==> config.mk <==
export PLATFORM = sky130hd
export DESIGN_NAME = commit_stage
export DESIGN_NICKNAME = d
export VERILOG_FILES = /design/src/rtl/commit_pkg.sv /design/src/rtl/commit_port_decode.sv /design/src/rtl/commit_sequencer.sv /design/src/rtl/commit_stage.sv /design/src/rtl/commit_writeback.sv
export SDC_FILE = /design/constraint.sdc
export NUM_CORES = 1
export LEC_CHECK = 0
export BUFFER_PORTS_ARGS = -buffer_cell sky130_fd_sc_hd__buf_4
export CORE_AREA = 3 3 169 171
export CTS_CLUSTER_DIAMETER = 80
export DETAILED_ROUTE_END_ITERATION = 12
export DIE_AREA = 0 0 172 174
export GPL_TIMING_DRIVEN = 0
export MAX_ROUTING_LAYER = met4
export PLACE_DENSITY_LB_ADDON = 0.08
export SLEW_MARGIN = 20
export SYNTH_ARGS = -nofsm -noshare
export SYNTH_HDL_FRONTEND = slang
export SYNTH_SLANG_ARGS = --single-unit
==> constraint.sdc <==
create_clock -name clk_i -period 6.3 [get_ports clk_i]
set_input_delay 1.26 -clock clk_i [delete_from_list [all_inputs] [get_ports clk_i]]
set_output_delay 1.26 -clock clk_i [all_outputs]
set_load 0.05 [all_outputs]
==> src/rtl/commit_pkg.sv <==
// Commit stage definitions

package commit_pkg;

  // ------------------------------------------------------------
  // widths and port count
  // ------------------------------------------------------------

  // integer data path
  localparam int XLEN = 32;
  // virtual address width of the pc
  localparam int VLEN = 32;
  // pairing rules below are written for exactly two ports
  localparam int NR_COMMIT_PORTS = 2;
  // x0..x31
  localparam int REG_ADDR_BITS = 5;
  // scoreboard depth of eight entries
  localparam int TRANS_ID_BITS = 3;
  // exception cause code
  localparam int CAUSE_BITS = 5;

  // ------------------------------------------------------------
  // functional unit of a scoreboard entry
  // ------------------------------------------------------------

  typedef enum logic [2:0] {
    FU_NONE      = 3'd0,
    FU_ALU       = 3'd1,
    FU_LOAD      = 3'd2,
    FU_STORE     = 3'd3,
    FU_CTRL_FLOW = 3'd4,
    FU_MULT      = 3'd5,
    FU_CSR       = 3'd6
  } fu_e;

  // ------------------------------------------------------------
  // operation of a scoreboard entry
  // ------------------------------------------------------------

  // OP_ADD doubles as the CSR no-op towards the CSR file
  typedef enum logic [2:0] {
    OP_ADD     = 3'd0,
    OP_CSRRW   = 3'd1,
    OP_CSRRS   = 3'd2,
    OP_CSRRC   = 3'd3,
    OP_FENCE   = 3'd4,
    OP_FENCE_I = 3'd5,
    OP_OTHER   = 3'd6
  } op_e;

endpackage

==> src/rtl/commit_port_decode.sv <==
// Commit port decoder

`timescale 1ns/1ps

module commit_port_decode
  import commit_pkg::*;
(
  input  logic valid_i,
  input  fu_e  fu_i,
  input  op_e  op_i,
  input  logic ex_valid_i,
  input  logic drop_i,
  input  logic lsu_ready_i,
  input  logic no_st_pending_i,
  output logic retire_ok_o,
  output logic gpr_write_o,
  output logic lsu_commit_o,
  output logic fence_o,
  output logic fence_i_o,
  output logic is_csr_o,
  output logic pairable_o
);

  logic is_store;
  logic is_fence_op;
  // entry that is valid and carries no exception
  logic clean;

  assign is_store    = (fu_i == FU_STORE);
  assign is_fence_op = (op_i == OP_FENCE) || (op_i == OP_FENCE_I);
  assign clean       = valid_i && !ex_valid_i;

  // ------------------------------------------------------------
  // stand-alone retire readiness
  // ------------------------------------------------------------
  // program order, halt and csr exceptions are left to the sequencer
  always_comb begin
    retire_ok_o = 1'b0;
    if (valid_i) begin
      if (ex_valid_i) begin
        // a faulting entry only leaves when it was cancelled
        retire_ok_o = drop_i;
      end else begin
        retire_ok_o = 1'b1;
        // store buffer full, hold the entry
        if (is_store && !lsu_ready_i) begin
          retire_ok_o = 1'b0;
        end
        // fences wait for the store buffer to drain
        if (is_fence_op && !drop_i && !no_st_pending_i) begin
          retire_ok_o = 1'b0;
        end
      end
    end
  end

  // ------------------------------------------------------------
  // side effects
  // ------------------------------------------------------------
  always_comb begin
    // cancelled entries still retire but leave the register file alone
    gpr_write_o  = clean && !drop_i;
    // store commit does not look at drop
    lsu_commit_o = clean && is_store && lsu_ready_i;
    fence_o      = clean && !drop_i && (op_i == OP_FENCE) && no_st_pending_i;
    fence_i_o    = clean && !drop_i && (op_i == OP_FENCE_I) && no_st_pending_i;
    // blocks pairing even for an invalid slot
    is_csr_o     = (fu_i == FU_CSR);
    // units allowed to retire in the second slot
    pairable_o   = clean && (fu_i inside {FU_ALU, FU_LOAD, FU_CTRL_FLOW, FU_MULT});

    // only a store that also retires may reach the store buffer
    assert (!lsu_commit_o || (is_store && retire_ok_o))
      else $error("store commit raised for an entry that cannot retire");
  end

endmodule

==> src/rtl/commit_sequencer.sv <==
// Commit sequencer

`timescale 1ns/1ps

module commit_sequencer
  import commit_pkg::*;
(
  input  logic                                            halt_i,
  input  logic                                            single_step_i,
  // per-port decoder flags
  input  logic [NR_COMMIT_PORTS-1:0]                      retire_ok_i,
  input  logic [NR_COMMIT_PORTS-1:0]                      gpr_write_i,
  input  logic [NR_COMMIT_PORTS-1:0]                      lsu_commit_i,
  input  logic [NR_COMMIT_PORTS-1:0]                      fence_i,
  input  logic [NR_COMMIT_PORTS-1:0]                      fence_i_i,
  input  logic [NR_COMMIT_PORTS-1:0]                      is_csr_i,
  input  logic [NR_COMMIT_PORTS-1:0]                      pairable_i,
  // scoreboard entries
  input  logic [NR_COMMIT_PORTS-1:0]                      commit_valid_i,
  input  fu_e  [NR_COMMIT_PORTS-1:0]                      commit_fu_i,
  input  op_e  [NR_COMMIT_PORTS-1:0]                      commit_op_i,
  input  logic [NR_COMMIT_PORTS-1:0][REG_ADDR_BITS-1:0]   commit_rd_i,
  input  logic [NR_COMMIT_PORTS-1:0][XLEN-1:0]            commit_result_i,
  input  logic [NR_COMMIT_PORTS-1:0]                      commit_ex_valid_i,
  input  logic [NR_COMMIT_PORTS-1:0][CAUSE_BITS-1:0]      commit_ex_cause_i,
  input  logic [NR_COMMIT_PORTS-1:0][XLEN-1:0]            commit_ex_tval_i,
  input  logic [NR_COMMIT_PORTS-1:0]                      commit_drop_i,
  // csr file
  input  logic [XLEN-1:0]                                 csr_rdata_i,
  input  logic                                            csr_exception_valid_i,
  input  logic [CAUSE_BITS-1:0]                           csr_exception_cause_i,
  output logic [NR_COMMIT_PORTS-1:0]                      commit_ack_o,
  output logic                                            commit_lsu_o,
  output logic                                            commit_csr_o,
  output op_e                                             csr_op_o,
  output logic [XLEN-1:0]                                 csr_wdata_o,
  output logic                                            exception_valid_o,
  output logic [CAUSE_BITS-1:0]                           exception_cause_o,
  output logic [XLEN-1:0]                                 exception_tval_o,
  // write-back requests, registered downstream
  output logic [NR_COMMIT_PORTS-1:0]                      wb_we_o,
  output logic [NR_COMMIT_PORTS-1:0][REG_ADDR_BITS-1:0]   wb_addr_o,
  output logic [NR_COMMIT_PORTS-1:0][XLEN-1:0]            wb_data_o,
  output logic                                            fence_req_o,
  output logic                                            fence_i_req_o
);

  // undropped csr instruction sitting at port 0
  logic csr_at_head;
  // csr file refuses the head instruction
  logic csr_blocked;

  assign csr_at_head = commit_valid_i[0] && !halt_i && !commit_ex_valid_i[0] && is_csr_i[0]
                       && !commit_drop_i[0];
  assign csr_blocked = csr_at_head && csr_exception_valid_i;

  // ------------------------------------------------------------
  // exception selection
  // ------------------------------------------------------------
  always_comb begin
    exception_valid_o = 1'b0;
    exception_cause_o = '0;
    exception_tval_o  = '0;
    if (commit_valid_i[0] && !commit_drop_i[0]) begin
      // csr cause, tval still holds the entry's value
      if (csr_exception_valid_i) begin
        exception_valid_o = 1'b1;
        exception_cause_o = csr_exception_cause_i;
        exception_tval_o  = commit_ex_tval_i[0];
      end
      // earlier exceptions win
      if (commit_ex_valid_i[0]) begin
        exception_valid_o = 1'b1;
        exception_cause_o = commit_ex_cause_i[0];
        exception_tval_o  = commit_ex_tval_i[0];
      end
    end
    // nothing is taken while halted
    if (halt_i) begin
      exception_valid_o = 1'b0;
    end
  end

  // ------------------------------------------------------------
  // in-order acknowledge
  // ------------------------------------------------------------
  always_comb begin
    commit_ack_o[0] = retire_ok_i[0] && !halt_i && !csr_blocked;
    // second slot rides only behind a plain first slot
    commit_ack_o[1] = commit_ack_o[0] && pairable_i[1] && !halt_i && !single_step_i
                      && !is_csr_i[0] && !exception_valid_o;

    // port 1 only with port 0, and never a store or csr in slot 1
    assert (!commit_ack_o[1] ||
            (commit_ack_o[0] && !(commit_fu_i[1] inside {FU_STORE, FU_CSR})))
      else $error("port 1 acknowledged out of order");
  end

  // ------------------------------------------------------------
  // lsu and csr commit
  // ------------------------------------------------------------
  assign commit_lsu_o = lsu_commit_i[0] && !halt_i;
  assign commit_csr_o = csr_at_head && !csr_exception_valid_i;
  // csr no-op unless a csr instruction heads the queue
  assign csr_op_o     = csr_at_head ? commit_op_i[0] : OP_ADD;
  assign csr_wdata_o  = csr_at_head ? commit_result_i[0] : '0;

  // ------------------------------------------------------------
  // register file and fence requests
  // ------------------------------------------------------------
  always_comb begin
    for (int i = 0; i < NR_COMMIT_PORTS; i++) begin
      wb_we_o[i]   = commit_ack_o[i] && gpr_write_i[i];
      wb_addr_o[i] = commit_rd_i[i];
      wb_data_o[i] = commit_result_i[i];
    end
    // csr read value goes to rd instead of the entry result
    if (commit_csr_o) begin
      wb_data_o[0] = csr_rdata_i;
    end
  end

  // fences only ever retire on port 0
  assign fence_req_o   = commit_ack_o[0] && fence_i[0];
  assign fence_i_req_o = commit_ack_o[0] && fence_i_i[0];

endmodule

==> src/rtl/commit_stage.sv <==
// Two-wide commit stage

`timescale 1ns/1ps

module commit_stage
  import commit_pkg::*;
(
  input  logic                                            clk_i,
  input  logic                                            reset_i,
  input  logic                                            halt_i,
  input  logic                                            single_step_i,
  // scoreboard entries, index 0 is the oldest
  input  logic [NR_COMMIT_PORTS-1:0]                      commit_valid_i,
  input  fu_e  [NR_COMMIT_PORTS-1:0]                      commit_fu_i,
  input  op_e  [NR_COMMIT_PORTS-1:0]                      commit_op_i,
  input  logic [NR_COMMIT_PORTS-1:0][REG_ADDR_BITS-1:0]   commit_rd_i,
  input  logic [NR_COMMIT_PORTS-1:0][XLEN-1:0]            commit_result_i,
  input  logic [NR_COMMIT_PORTS-1:0]                      commit_ex_valid_i,
  input  logic [NR_COMMIT_PORTS-1:0][CAUSE_BITS-1:0]      commit_ex_cause_i,
  input  logic [NR_COMMIT_PORTS-1:0][XLEN-1:0]            commit_ex_tval_i,
  input  logic [NR_COMMIT_PORTS-1:0]                      commit_drop_i,
  input  logic [VLEN-1:0]                                 commit_pc_i,
  input  logic [TRANS_ID_BITS-1:0]                        commit_trans_id_i,
  input  logic                                            commit_lsu_ready_i,
  input  logic                                            no_st_pending_i,
  input  logic [XLEN-1:0]                                 csr_rdata_i,
  input  logic                                            csr_exception_valid_i,
  input  logic [CAUSE_BITS-1:0]                           csr_exception_cause_i,
  output logic [NR_COMMIT_PORTS-1:0]                      commit_ack_o,
  output logic                                            commit_lsu_o,
  output logic                                            commit_csr_o,
  output op_e                                             csr_op_o,
  output logic [XLEN-1:0]                                 csr_wdata_o,
  output logic                                            exception_valid_o,
  output logic [CAUSE_BITS-1:0]                           exception_cause_o,
  output logic [XLEN-1:0]                                 exception_tval_o,
  output logic [VLEN-1:0]                                 pc_o,
  output logic [TRANS_ID_BITS-1:0]                        commit_tran_id_o,
  // register file, one cycle after the acknowledge
  output logic [NR_COMMIT_PORTS-1:0]                      we_gpr_o,
  output logic [NR_COMMIT_PORTS-1:0][REG_ADDR_BITS-1:0]   waddr_o,
  output logic [NR_COMMIT_PORTS-1:0][XLEN-1:0]            wdata_o,
  output logic                                            fence_o,
  output logic                                            fence_i_o
);

  logic [NR_COMMIT_PORTS-1:0] retire_ok;
  logic [NR_COMMIT_PORTS-1:0] gpr_write;
  logic [NR_COMMIT_PORTS-1:0] lsu_commit;
  logic [NR_COMMIT_PORTS-1:0] fence;
  logic [NR_COMMIT_PORTS-1:0] fence_i;
  logic [NR_COMMIT_PORTS-1:0] is_csr;
  logic [NR_COMMIT_PORTS-1:0] pairable;

  logic [NR_COMMIT_PORTS-1:0]                    wb_we;
  logic [NR_COMMIT_PORTS-1:0][REG_ADDR_BITS-1:0] wb_addr;
  logic [NR_COMMIT_PORTS-1:0][XLEN-1:0]          wb_data;
  logic                                          fence_req;
  logic                                          fence_i_req;

  // pc and id always follow the oldest entry
  assign pc_o             = commit_pc_i;
  assign commit_tran_id_o = commit_trans_id_i;

  // ------------------------------------------------------------
  // per-port classification
  // ------------------------------------------------------------
  for (genvar i = 0; i < NR_COMMIT_PORTS; i++) begin : gen_decode
    commit_port_decode i_decode (
      .valid_i         (commit_valid_i[i]),
      .fu_i            (commit_fu_i[i]),
      .op_i            (commit_op_i[i]),
      .ex_valid_i      (commit_ex_valid_i[i]),
      .drop_i          (commit_drop_i[i]),
      .lsu_ready_i     (commit_lsu_ready_i),
      .no_st_pending_i (no_st_pending_i),
      .retire_ok_o     (retire_ok[i]),
      .gpr_write_o     (gpr_write[i]),
      .lsu_commit_o    (lsu_commit[i]),
      .fence_o         (fence[i]),
      .fence_i_o       (fence_i[i]),
      .is_csr_o        (is_csr[i]),
      .pairable_o      (pairable[i])
    );
  end

  commit_sequencer i_sequencer (
    .halt_i,
    .single_step_i,
    .retire_ok_i     (retire_ok),
    .gpr_write_i     (gpr_write),
    .lsu_commit_i    (lsu_commit),
    .fence_i         (fence),
    .fence_i_i       (fence_i),
    .is_csr_i        (is_csr),
    .pairable_i      (pairable),
    .commit_valid_i,
    .commit_fu_i,
    .commit_op_i,
    .commit_rd_i,
    .commit_result_i,
    .commit_ex_valid_i,
    .commit_ex_cause_i,
    .commit_ex_tval_i,
    .commit_drop_i,
    .csr_rdata_i,
    .csr_exception_valid_i,
    .csr_exception_cause_i,
    .commit_ack_o,
    .commit_lsu_o,
    .commit_csr_o,
    .csr_op_o,
    .csr_wdata_o,
    .exception_valid_o,
    .exception_cause_o,
    .exception_tval_o,
    .wb_we_o         (wb_we),
    .wb_addr_o       (wb_addr),
    .wb_data_o       (wb_data),
    .fence_req_o     (fence_req),
    .fence_i_req_o   (fence_i_req)
  );

  // ------------------------------------------------------------
  // write-back register
  // ------------------------------------------------------------
  commit_writeback i_writeback (
    .clk_i,
    .reset_i,
    .wb_we_i       (wb_we),
    .wb_addr_i     (wb_addr),
    .wb_data_i     (wb_data),
    .fence_req_i   (fence_req),
    .fence_i_req_i (fence_i_req),
    .we_gpr_o,
    .waddr_o,
    .wdata_o,
    .fence_o,
    .fence_i_o
  );

endmodule

==> src/rtl/commit_writeback.sv <==
// Commit write-back register

`timescale 1ns/1ps

module commit_writeback
  import commit_pkg::*;
(
  input  logic                                            clk_i,
  input  logic                                            reset_i,
  input  logic [NR_COMMIT_PORTS-1:0]                      wb_we_i,
  input  logic [NR_COMMIT_PORTS-1:0][REG_ADDR_BITS-1:0]   wb_addr_i,
  input  logic [NR_COMMIT_PORTS-1:0][XLEN-1:0]            wb_data_i,
  input  logic                                            fence_req_i,
  input  logic                                            fence_i_req_i,
  output logic [NR_COMMIT_PORTS-1:0]                      we_gpr_o,
  output logic [NR_COMMIT_PORTS-1:0][REG_ADDR_BITS-1:0]   waddr_o,
  output logic [NR_COMMIT_PORTS-1:0][XLEN-1:0]            wdata_o,
  output logic                                            fence_o,
  output logic                                            fence_i_o
);

  // ------------------------------------------------------------
  // enables and strobes
  // ------------------------------------------------------------
  // refilled every cycle, so a request becomes a single-cycle pulse
  always_ff @(posedge clk_i) begin
    if (reset_i) begin
      we_gpr_o  <= '0;
      fence_o   <= 1'b0;
      fence_i_o <= 1'b0;
    end else begin
      we_gpr_o  <= wb_we_i;
      fence_o   <= fence_req_i;
      fence_i_o <= fence_i_req_i;
    end
  end

  // ------------------------------------------------------------
  // address and data
  // ------------------------------------------------------------
  // qualified by we_gpr_o downstream
  always_ff @(posedge clk_i) begin
    waddr_o <= wb_addr_i;
    wdata_o <= wb_data_i;
  end

  // one port-0 entry cannot be both fence kinds
  a_fence_onehot : assert property (@(posedge clk_i) disable iff (reset_i)
    !(fence_o && fence_i_o))
    else $error("fence and fence.i pulsed together");

endmodule

==> results of run 1 <==
-- where the power goes --
group	leakage (nW)	internal (mW)	switching (mW)
clock	0.154	0.351	0.220
combinational	2.55	0.160	0.228
sequential	0.657	0.519	0.00682
total	3.36	1.03	0.455
-- sequential cells by signal, summed over array words and instances (netlist names) --
name                   cells
i_writeback.fence_i_o      1
i_writeback.we_gpr_o       2
i_writeback.waddr_o       10
i_writeback.wdata_o       64
i_writeback.fence_o        1
-- cell families after synthesis --
group | after synthesis | share of synthesized area
buffers and inverters | 50 | 0.1149
flip-flops | 78 | 0.5123
AND/OR/NAND/NOR | 100 | 0.1975
multiplexers | 32 | 0.1539
AO/OA/AOI/OAI | 8 | 0.01847
XOR/XNOR | 1 | 0.002874
-- final cells by class --
class                   count  area, um^2
clock inverters             6       93.84
inverters                   3       11.26
flip-flops and latches     78        1562
multi-input cells         141        1139
plain buffers              47       339.1
clock buffers              10       229.0
well taps                 341       426.7
diodes                      1       2.502
fillers                  2958       20530
repair buffers            359        2695
-- layer usage --
metal | global-route usage | up-vias | wire (um)
li1 | - | 1583 | -
met1 | 0.08638 | 1469 | 5074
met2 | 0.1848 | 260 | 8128
met5 | - | - | 0
met3 | 0.04480 | 12 | 2127
met4 | 0.02894 | 0 | 229
-- metrics by stage --
step | std cells | setup WS (ns) | utilization | area, um^2 | hold slack [ns]
after global routing | 985 | 1.157 | 0.2403 | 6495 | 0.9938
final | 986 | 1.414 | 0.2404 | 6497 | 1.020
after CTS | 985 | 1.185 | 0.2403 | 6495 | 0.9958
after global placement | 969 | 0.9234 | 0.2283 | 6170 | 1.366
after detailed placement | 969 | 1.191 | 0.2284 | 6172 | 1.366
after floorplan | 269 | 2.043 | - | 3048 | 1.288
-- how the worst max path moves through the flow --
stage                                 from               to  cells past startpoint
final                     commit_drop_i[0]  csr_wdata_o[25]                      7
after global routing      commit_drop_i[0]  csr_wdata_o[29]                      7
after CTS                 commit_drop_i[0]  csr_wdata_o[25]                      7
after detailed placement  commit_drop_i[0]  csr_wdata_o[25]                      7
after global placement    commit_drop_i[0]  csr_wdata_o[29]                      7
after floorplan           commit_drop_i[0]      csr_op_o[0]                      3
-- placed cells by master (no fill, tap or decap) --
cell	Yosys	layout
sky130_fd_sc_hd__buf_6	4	4
sky130_fd_sc_hd__nor2_2	0	1
sky130_fd_sc_hd__buf_4	35	394
sky130_fd_sc_hd__and2_1	66	66
sky130_fd_sc_hd__dfxtp_1	78	78
sky130_fd_sc_hd__inv_6	0	2
sky130_fd_sc_hd__clkinv_4	0	1
sky130_fd_sc_hd__clkinvlp_4	0	1
sky130_fd_sc_hd__nor2b_1	1	1
sky130_fd_sc_hd__buf_2	1	1
sky130_fd_sc_hd__diode_2	0	1
sky130_fd_sc_hd__or4_1	2	2
sky130_fd_sc_hd__or4b_1	1	1
sky130_fd_sc_hd__nand3_1	1	1
sky130_fd_sc_hd__a21oi_1	2	2
sky130_fd_sc_hd__or3_1	3	3
sky130_fd_sc_hd__inv_1	3	3
sky130_fd_sc_hd__a22oi_1	5	5
sky130_fd_sc_hd__nand3b_1	2	2
sky130_fd_sc_hd__clkbuf_1	7	8
sky130_fd_sc_hd__nor2_1	12	11
sky130_fd_sc_hd__nand4b_1	1	1
sky130_fd_sc_hd__nor3_1	4	4
sky130_fd_sc_hd__mux2_4	29	29
sky130_fd_sc_hd__o2111ai_1	1	1
sky130_fd_sc_hd__nor4_1	2	2
sky130_fd_sc_hd__mux2_2	3	3
sky130_fd_sc_hd__and3b_1	1	1
sky130_fd_sc_hd__bufinv_16	0	2
sky130_fd_sc_hd__clkbuf_16	0	9
sky130_fd_sc_hd__nor3b_1	1	1
sky130_fd_sc_hd__xor2_1	1	1
sky130_fd_sc_hd__nand2_1	1	1
sky130_fd_sc_hd__nand2b_1	2	2
==> tab_implementation.tex, run 1 <==
\begin{tabular}{lr}
\hline
Metric & Value \\
\hline
\multicolumn{2}{l}{\textbf{Placement}} \\
\quad GP Congestion & between 0.7 and 0.8 \\
\quad IO Port Bufs & 359 \\
\quad HPWL after DPL & between 10,000 and 15,000 um \\
\multicolumn{2}{l}{\textbf{Die}} \\
\quad Area of the die & approximately 30,000 um\^{}2 \\
\quad Core outline area & 27,030 um\^{}2 \\
\quad Horiz. Die Dim & 172 um \\
\quad Die outline height & 174 um \\
\quad Num rows & 60 \\
\quad I/O pins & 435 \\
\quad Initial Util & 0.1128 \\
\multicolumn{2}{l}{\textbf{Route}} \\
\quad Routed length per instance & 15.78 um \\
\quad First DRT Iteration DRCs & 53 \\
\quad Remaining design rule violation count & 0 \\
\quad First-pass iteration count of the detailed router & 4 \\
\quad Count of vias placed by the detailed router & approximately 3,300 \\
\quad Final Routed Wirelength & 15,560 um \\
\quad Via density per instance & roughly 3.4 \\
\quad Post-route ant nets & 0 \\
\multicolumn{2}{l}{\textbf{Yosys}} \\
\quad Cell types occupying the most area after synthesis & sky130\_fd\_sc\_hd\_\_dfxtp\_1 (51\%), sky130\_fd\_sc\_hd\_\_mux2\_4 (14\%), sky130\_fd\_sc\_hd\_\_and2\_1 (14\%), sky130\_fd\_sc\_hd\_\_buf\_4 (8.6\%), sky130\_fd\_sc\_hd\_\_buf\_6 (1.5\%) \\
\quad Instance count of the mapped netlist & 269 \\
\quad Yosys Warn Count & 0 \\
\quad Synth top area share & 0.5123 \\
\quad Fraction of synthesis flops using an asynchronous set or reset pin & 0 \\
\quad Average cell area after synthesis & 11.33 um\^{}2 \\
\quad Post-synth top cells & sky130\_fd\_sc\_hd\_\_dfxtp\_1 (78), sky130\_fd\_sc\_hd\_\_and2\_1 (66), sky130\_fd\_sc\_hd\_\_buf\_4 (35) \\
\quad Number of distinct standard cells referenced by the synthesized netlist & 27 \\
\quad Sequential cell area fraction in the yosys report & 0.5123 \\
\quad Register bit count reported by yosys & 78 \\
\quad EDFF count, synth & 0 \\
\quad Largest area contributor in the netlist & sky130\_fd\_sc\_hd\_\_dfxtp\_1 \\
\quad Top FF cell, synth & sky130\_fd\_sc\_hd\_\_dfxtp\_1 \\
\quad Mapped cell area & 3048 um\^{}2 \\
\quad Number of nets produced by synthesis & roughly 510 \\
\quad Leading cell type by number of instances after synthesis & sky130\_fd\_sc\_hd\_\_dfxtp\_1 \\
\multicolumn{2}{l}{\textbf{Clock network}} \\
\quad Cell at the root of the clock tree & sky130\_fd\_sc\_hd\_\_clkbuf\_16 \\
\quad H-tree levels & 3 \\
\quad Clock buffer depth & 2 \\
\quad Number of clock buffers inserted by TritonCTS & 9 \\
\quad TritonCTS Sinks & 78 \\
\quad Post\_cts resized & 0 \\
\quad CTS tree & done \\
\quad Setup repair bufs after CTS & 0 \\
\quad Clock slew seen by the registers of the worst setup and hold paths & 0.07 ns \\
\quad Total of hold buffers inserted after clock tree synthesis & 0 \\
\multicolumn{2}{l}{\textbf{STA}} \\
\quad Final TNS setup & 0 ns \\
\quad Maximum clock rate & 204.7 MHz \\
\quad Count of endpoints failing hold in the final timing report & 0 \\
\quad Number of failing setup endpoints in the final timing report & 0 \\
\quad Worst slew margin & 0.5029 \\
\quad Count of final max-slew check failures & 0 \\
\quad Tmin final & a little under 5 ns \\
\quad RSZ-0062 raised after global routing & no \\
\quad Tcrit/Tclk final & 0.7756 \\
\quad Transition time of the tightest slew-check pin & roughly 0.74 ns \\
\multicolumn{2}{l}{\textbf{Hold path}} \\
\quad Hold Path Origin & commit\_rd\_i[1] \\
\quad Cell count of the worst hold path & 1 \\
\quad Worst hold path type & primary input to register \\
\quad Destination of the worst hold path & i\_writeback.waddr\_o[1]\$\_DFF\_P\_ \\
\multicolumn{2}{l}{\textbf{Critical path}} \\
\quad Delay of the slowest cell on the worst path & 0.60 ns \\
\quad Largest driver fanout on the critical path & 10 \\
\quad Delay-heaviest family, CP & simple AND/OR/NAND/NOR gates \\
\quad Required arrival time at the worst endpoint & roughly 5 ns \\
\quad Ordered cell list for the critical path & buf\_4, or4b\_1, buf\_2, nor2\_2, clkbuf\_1, and2\_1, buf\_4 \\
\quad Setup crit start kind & primary input \\
\quad CP bufs+invs & 4 \\
\quad Critical Path AT & 3.63 ns \\
\quad Critical Path End Type & output pin \\
\quad Master of the slowest instance on the critical path & sky130\_fd\_sc\_hd\_\_nor2\_2 \\
\quad Critical path class & primary input to output pin \\
\quad Dominant cell type by count on the critical path & sky130\_fd\_sc\_hd\_\_buf\_4 \\
\multicolumn{2}{l}{\textbf{Global route}} \\
\quad Initial antenna violation count & 0 \\
\quad Final global-route overflow total & 0 \\
\quad Wire length of the first global-routing pass & 21,050 um \\
\quad Pin count of the biggest net entering global routing & 15 \\
\quad Total routing resource utilization after global routing & 0.09815 \\
\quad Number of global-route vias before repair & 3,563 \\
\multicolumn{2}{l}{\textbf{Finish}} \\
\quad Signed area change from the synthesized netlist to the final layout & 113.2\% \\
\quad Net count of the finished layout & between 800 and 900 \\
\quad Share of final-layout standard cells stronger than drive strength 1 & 0.6941 \\
\multicolumn{2}{l}{\textbf{Power}} \\
\quad Total Power & about 1.5 mW \\
\quad Cell Pwr Density & 228.6 nW/um\^{}2 \\
\quad Worst supply voltage drop on vdd & 103.8 uV \\
\quad Static leakage power & 3.362 nW \\
\multicolumn{2}{l}{\textbf{Status}} \\
\quad Outcome & completed \\
\multicolumn{2}{l}{\textbf{Job}} \\
\quad Max-cap check violation count & 0 \\
\hline
\end{tabular}
No activity file was read; power rests on OpenSTA's default activity.
==> run 2: changes to the inputs <==
--- a/config.mk
+++ b/config.mk
@@ -6,10 +6,10 @@
 export NUM_CORES = 1
 export LEC_CHECK = 0
 export BUFFER_PORTS_ARGS = -buffer_cell sky130_fd_sc_hd__buf_4
-export CORE_AREA = 3 3 169 171
+export CORE_AREA = 3 3 170 172
 export CTS_CLUSTER_DIAMETER = 80
 export DETAILED_ROUTE_END_ITERATION = 12
-export DIE_AREA = 0 0 172 174
+export DIE_AREA = 0 0 173 175
 export GPL_TIMING_DRIVEN = 0
 export MAX_ROUTING_LAYER = met4
 export PLACE_DENSITY_LB_ADDON = 0.08
==> constraint.sdc (replaced) <==
create_clock -name clk_i -period 4.1 [get_ports clk_i]
set_input_delay 0.82 -clock clk_i [delete_from_list [all_inputs] [get_ports clk_i]]
set_output_delay 0.82 -clock clk_i [all_outputs]
set_load 0.05 [all_outputs]
==> run 2 against run 1 <==
Net effect: non-clock buffer count stayed put; combinational power is 54% higher; clock power is 58% higher; total power is 55% higher; final cell count is 3.7% higher; worst hold slack worse by 0.44 ns; cell area is 0.79% higher; sequential share of layout area is 0.19 points lower.
==> tab_implementation.tex, run 2 (same netlist as run 1, synthesis figures left out) <==
\begin{tabular}{lr}
\hline
Metric & Value \\
\hline
\multicolumn{2}{l}{\textbf{Status}} \\
\quad Outcome & completed \\
\multicolumn{2}{l}{\textbf{Global route}} \\
\quad Wire length of the first global-routing pass & 22,690 um (+7.8\%) \\
\quad Pin count of the biggest net entering global routing & 16 (+1) \\
\quad Number of global-route vias before repair & 3,641 (+2.2\%) \\
\quad Final global-route overflow total & 0 (unchanged) \\
\quad Initial antenna violation count & 0 (unchanged) \\
\quad Total routing resource utilization after global routing & 0.1049 (+0.006757) \\
\multicolumn{2}{l}{\textbf{Finish}} \\
\quad Registers with the most flip-flops & i\_writeback.wdata\_o: 64 flops, i\_writeback.waddr\_o: 10 flops, i\_writeback.we\_gpr\_o: 2 flops \\
\quad Total area of multi-input combinational cells & 1139 um\^{}2 (unchanged) \\
\quad Area taken by flip-flops and latches & 1562 um\^{}2 (unchanged) \\
\quad Final core area utilization & 0.2370 (-0.003391) \\
\quad Commonest non-fill, non-tap cells in the layout & sky130\_fd\_sc\_hd\_\_buf\_4 (394), sky130\_fd\_sc\_hd\_\_dfxtp\_1 (78), sky130\_fd\_sc\_hd\_\_and2\_1 (66), sky130\_fd\_sc\_hd\_\_mux2\_4 (29), sky130\_fd\_sc\_hd\_\_nor2\_1 (11) \\
\quad Net count of the finished layout & 884 (unchanged) \\
\quad N\_diodes & 0 (-1) \\
\quad Share of final-layout standard cells stronger than drive strength 1 & 0.6957 (+0.001553) \\
\quad Max reg flops & 64 (unchanged) \\
\quad Most common cell after layout, fill and taps aside & sky130\_fd\_sc\_hd\_\_buf\_4 \\
\quad Largest register by flop count & i\_writeback.wdata\_o \\
\quad Fillers & 3,081 (+4.2\%) \\
\quad Signed area change from the synthesized netlist to the final layout & 114.9\% \\
\multicolumn{2}{l}{\textbf{Clock network}} \\
\quad CTS tree & done \\
\quad Cell at the root of the clock tree & sky130\_fd\_sc\_hd\_\_clkbuf\_16 \\
\quad Total of hold buffers inserted after clock tree synthesis & 0 (unchanged) \\
\quad Clock slew seen by the registers of the worst setup and hold paths & 0.07 ns (about the same) \\
\quad H-tree levels & 3 (unchanged) \\
\quad Number of clock buffers inserted by TritonCTS & 9 (unchanged) \\
\quad Setup repair bufs after CTS & 0 (unchanged) \\
\quad TritonCTS Sinks & 78 (unchanged) \\
\quad Post\_cts resized & 0 (unchanged) \\
\quad Clock buffer depth & 2 (unchanged) \\
\multicolumn{2}{l}{\textbf{Power}} \\
\quad Cell Pwr Density & 352.3 nW/um\^{}2 (+54\%) \\
\quad Cell-internal power & 1.587 mW (+54\%) \\
\quad Combinational fraction of design power & 0.259 (-0.002) \\
\quad Switching Fraction & 0.3121 (+0.005618) \\
\quad Sw power & 0.7200 mW (+58\%) \\
\quad Static leakage power & 3.367 nW (+0.14\%) \\
\quad Total Power & 2.307 mW (+55\%) \\
\quad Worst supply voltage drop on vdd & 146.3 uV (+41\%) \\
\quad Register share of total power & 0.350 (-0.004) \\
\quad Clock share of power & 0.390 (+0.005) \\
\multicolumn{2}{l}{\textbf{Die}} \\
\quad Area of the die & 30,280 um\^{}2 (+1.2\%) \\
\quad Die outline height & 175 um (+0.57\%) \\
\quad Initial Util & 0.1103 (-0.002462) \\
\quad Num rows & 61 (+1.7\%) \\
\quad Core outline area & 27,630 um\^{}2 (+2.2\%) \\
\quad Horiz. Die Dim & 173 um (+0.58\%) \\
\quad I/O pins & 435 (unchanged) \\
\multicolumn{2}{l}{\textbf{Hold path}} \\
\quad Hold Path Origin & commit\_result\_i[60] \\
\quad Worst hold path type & primary input to register \\
\multicolumn{2}{l}{\textbf{Critical path}} \\
\quad Required arrival time at the worst endpoint & 3.28 ns (-1.76 ns) \\
\quad Largest driver fanout on the critical path & 10 (unchanged) \\
\quad Setup crit start kind & primary input \\
\quad Critical path class & primary input to output pin \\
\quad Critical Path End Type & output pin \\
\quad Critical Path AT & 3.00 ns (-0.63 ns) \\
\quad Critical Path Source & commit\_drop\_i[0] \\
\multicolumn{2}{l}{\textbf{Route}} \\
\quad Remaining design rule violation count & 0 (unchanged) \\
\quad Routed length per instance & 15.90 um (+0.78\%) \\
\quad First-pass iteration count of the detailed router & 4 (unchanged) \\
\quad Post-route ant nets & 0 (unchanged) \\
\quad Count of vias placed by the detailed router & 3,336 (+0.36\%) \\
\quad First DRT Iteration DRCs & 66 (+25\%) \\
\quad Via density per instance & 3.264 (-3.2\%) \\
\quad Final Routed Wirelength & 16,250 um (+4.5\%) \\
\multicolumn{2}{l}{\textbf{STA}} \\
\quad Transition time of the tightest slew-check pin & 0.6214 ns (-0.1235 ns) \\
\quad Final worst-path setup slack & 0.2781 ns (-1.136 ns) \\
\quad Tcrit/Tclk final & 0.9322 \\
\quad Final-layout worst hold slack & 0.5789 ns (-0.4407 ns) \\
\quad Worst slew margin & 0.5853 (+0.08242) \\
\quad Tmin final & 3.822 ns \\
\quad Final TNS setup & 0 ns (unchanged) \\
\quad Number of failing setup endpoints in the final timing report & 0 (unchanged) \\
\quad RSZ-0062 raised after global routing & no \\
\quad Count of final max-slew check failures & 0 (unchanged) \\
\quad Maximum clock rate & 261.6 MHz \\
\quad Count of endpoints failing hold in the final timing report & 0 (unchanged) \\
\multicolumn{2}{l}{\textbf{Job}} \\
\quad Max-cap check violation count & 0 (unchanged) \\
\multicolumn{2}{l}{\textbf{Placement}} \\
\quad HPWL after DPL & 14,050 um (+4.3\%) \\
\quad GP Congestion & 0.7733 (-1.0\%) \\
\quad IO Port Bufs & 359 (unchanged) \\
\quad Worst slack at placement & 0.09598 ns (-1.095 ns) \\
\hline
\end{tabular}
-- run 2: layout make-up --
| cell class | count | share of cell area |
|---|---|---|
| Buffer | 47 | 0.05178 |
| Clock buffer | 9 | 0.03439 |
| Clock inverter | 7 | 0.01605 |
| Inverter | 3 | 0.001720 |
| Multi-Input combinational cell | 141 | 0.1739 |
| Sequential cell | 78 | 0.2384 |
| Tap cell | 378 | 0.07222 |
| Timing Repair Buffer | 359 | 0.4115 |
-- run 2: path summary, 6_finish.rpt --
path | endpoint | slack, ns | depth (start not counted)
max | csr_op_o[1] | 0.28 | 7
min | i_writeback.wdata_o[60]$_DFF_P_ | 0.58 | 1
-- run 2: per-layer routing --
| metal | track usage | part of all wire |
|---|---|---|
| met1 | 0.1001 | 0.35 |
| met4 | 0.02905 | 0.013 |
| met2 | 0.1924 | 0.53 |
| met5 | - | 0 |
| met3 | 0.04628 | 0.11 |
-- run 2: through the flow --
step | area [um^2] | cells
6_report | 6549 | 1022
2_1_floorplan | 3048 | 269
5_1_grt | 6549 | 1022
4_1_cts | 6549 | 1022
3_3_place_gp | 6216 | 1006
3_5_place_dp | 6218 | 1006
-- run 2: critical path, cell delays in order --
cell                       delay [ns]
sky130_fd_sc_hd__buf_4           0.11
sky130_fd_sc_hd__or4b_1          0.49
sky130_fd_sc_hd__buf_2           0.17
sky130_fd_sc_hd__nor2_2          0.51
sky130_fd_sc_hd__clkbuf_1        0.47
sky130_fd_sc_hd__and2_1          0.21
sky130_fd_sc_hd__buf_4           0.21
-- run 2: power by group through the flow --
stage / Clock (mW) / Sequential [mW] / Combinational [mW]
4_1_cts: 0.950 / 0.808 / 0.608
3_5_place_dp: 0 / 0.826 / 0.607
6_report: 0.901 / 0.808 / 0.599
5_1_grt: 0.970 / 0.811 / 0.626
3_3_place_gp: 0 / 0.825 / 0.607
2_1_floorplan: 0 / 0.964 / 0.198
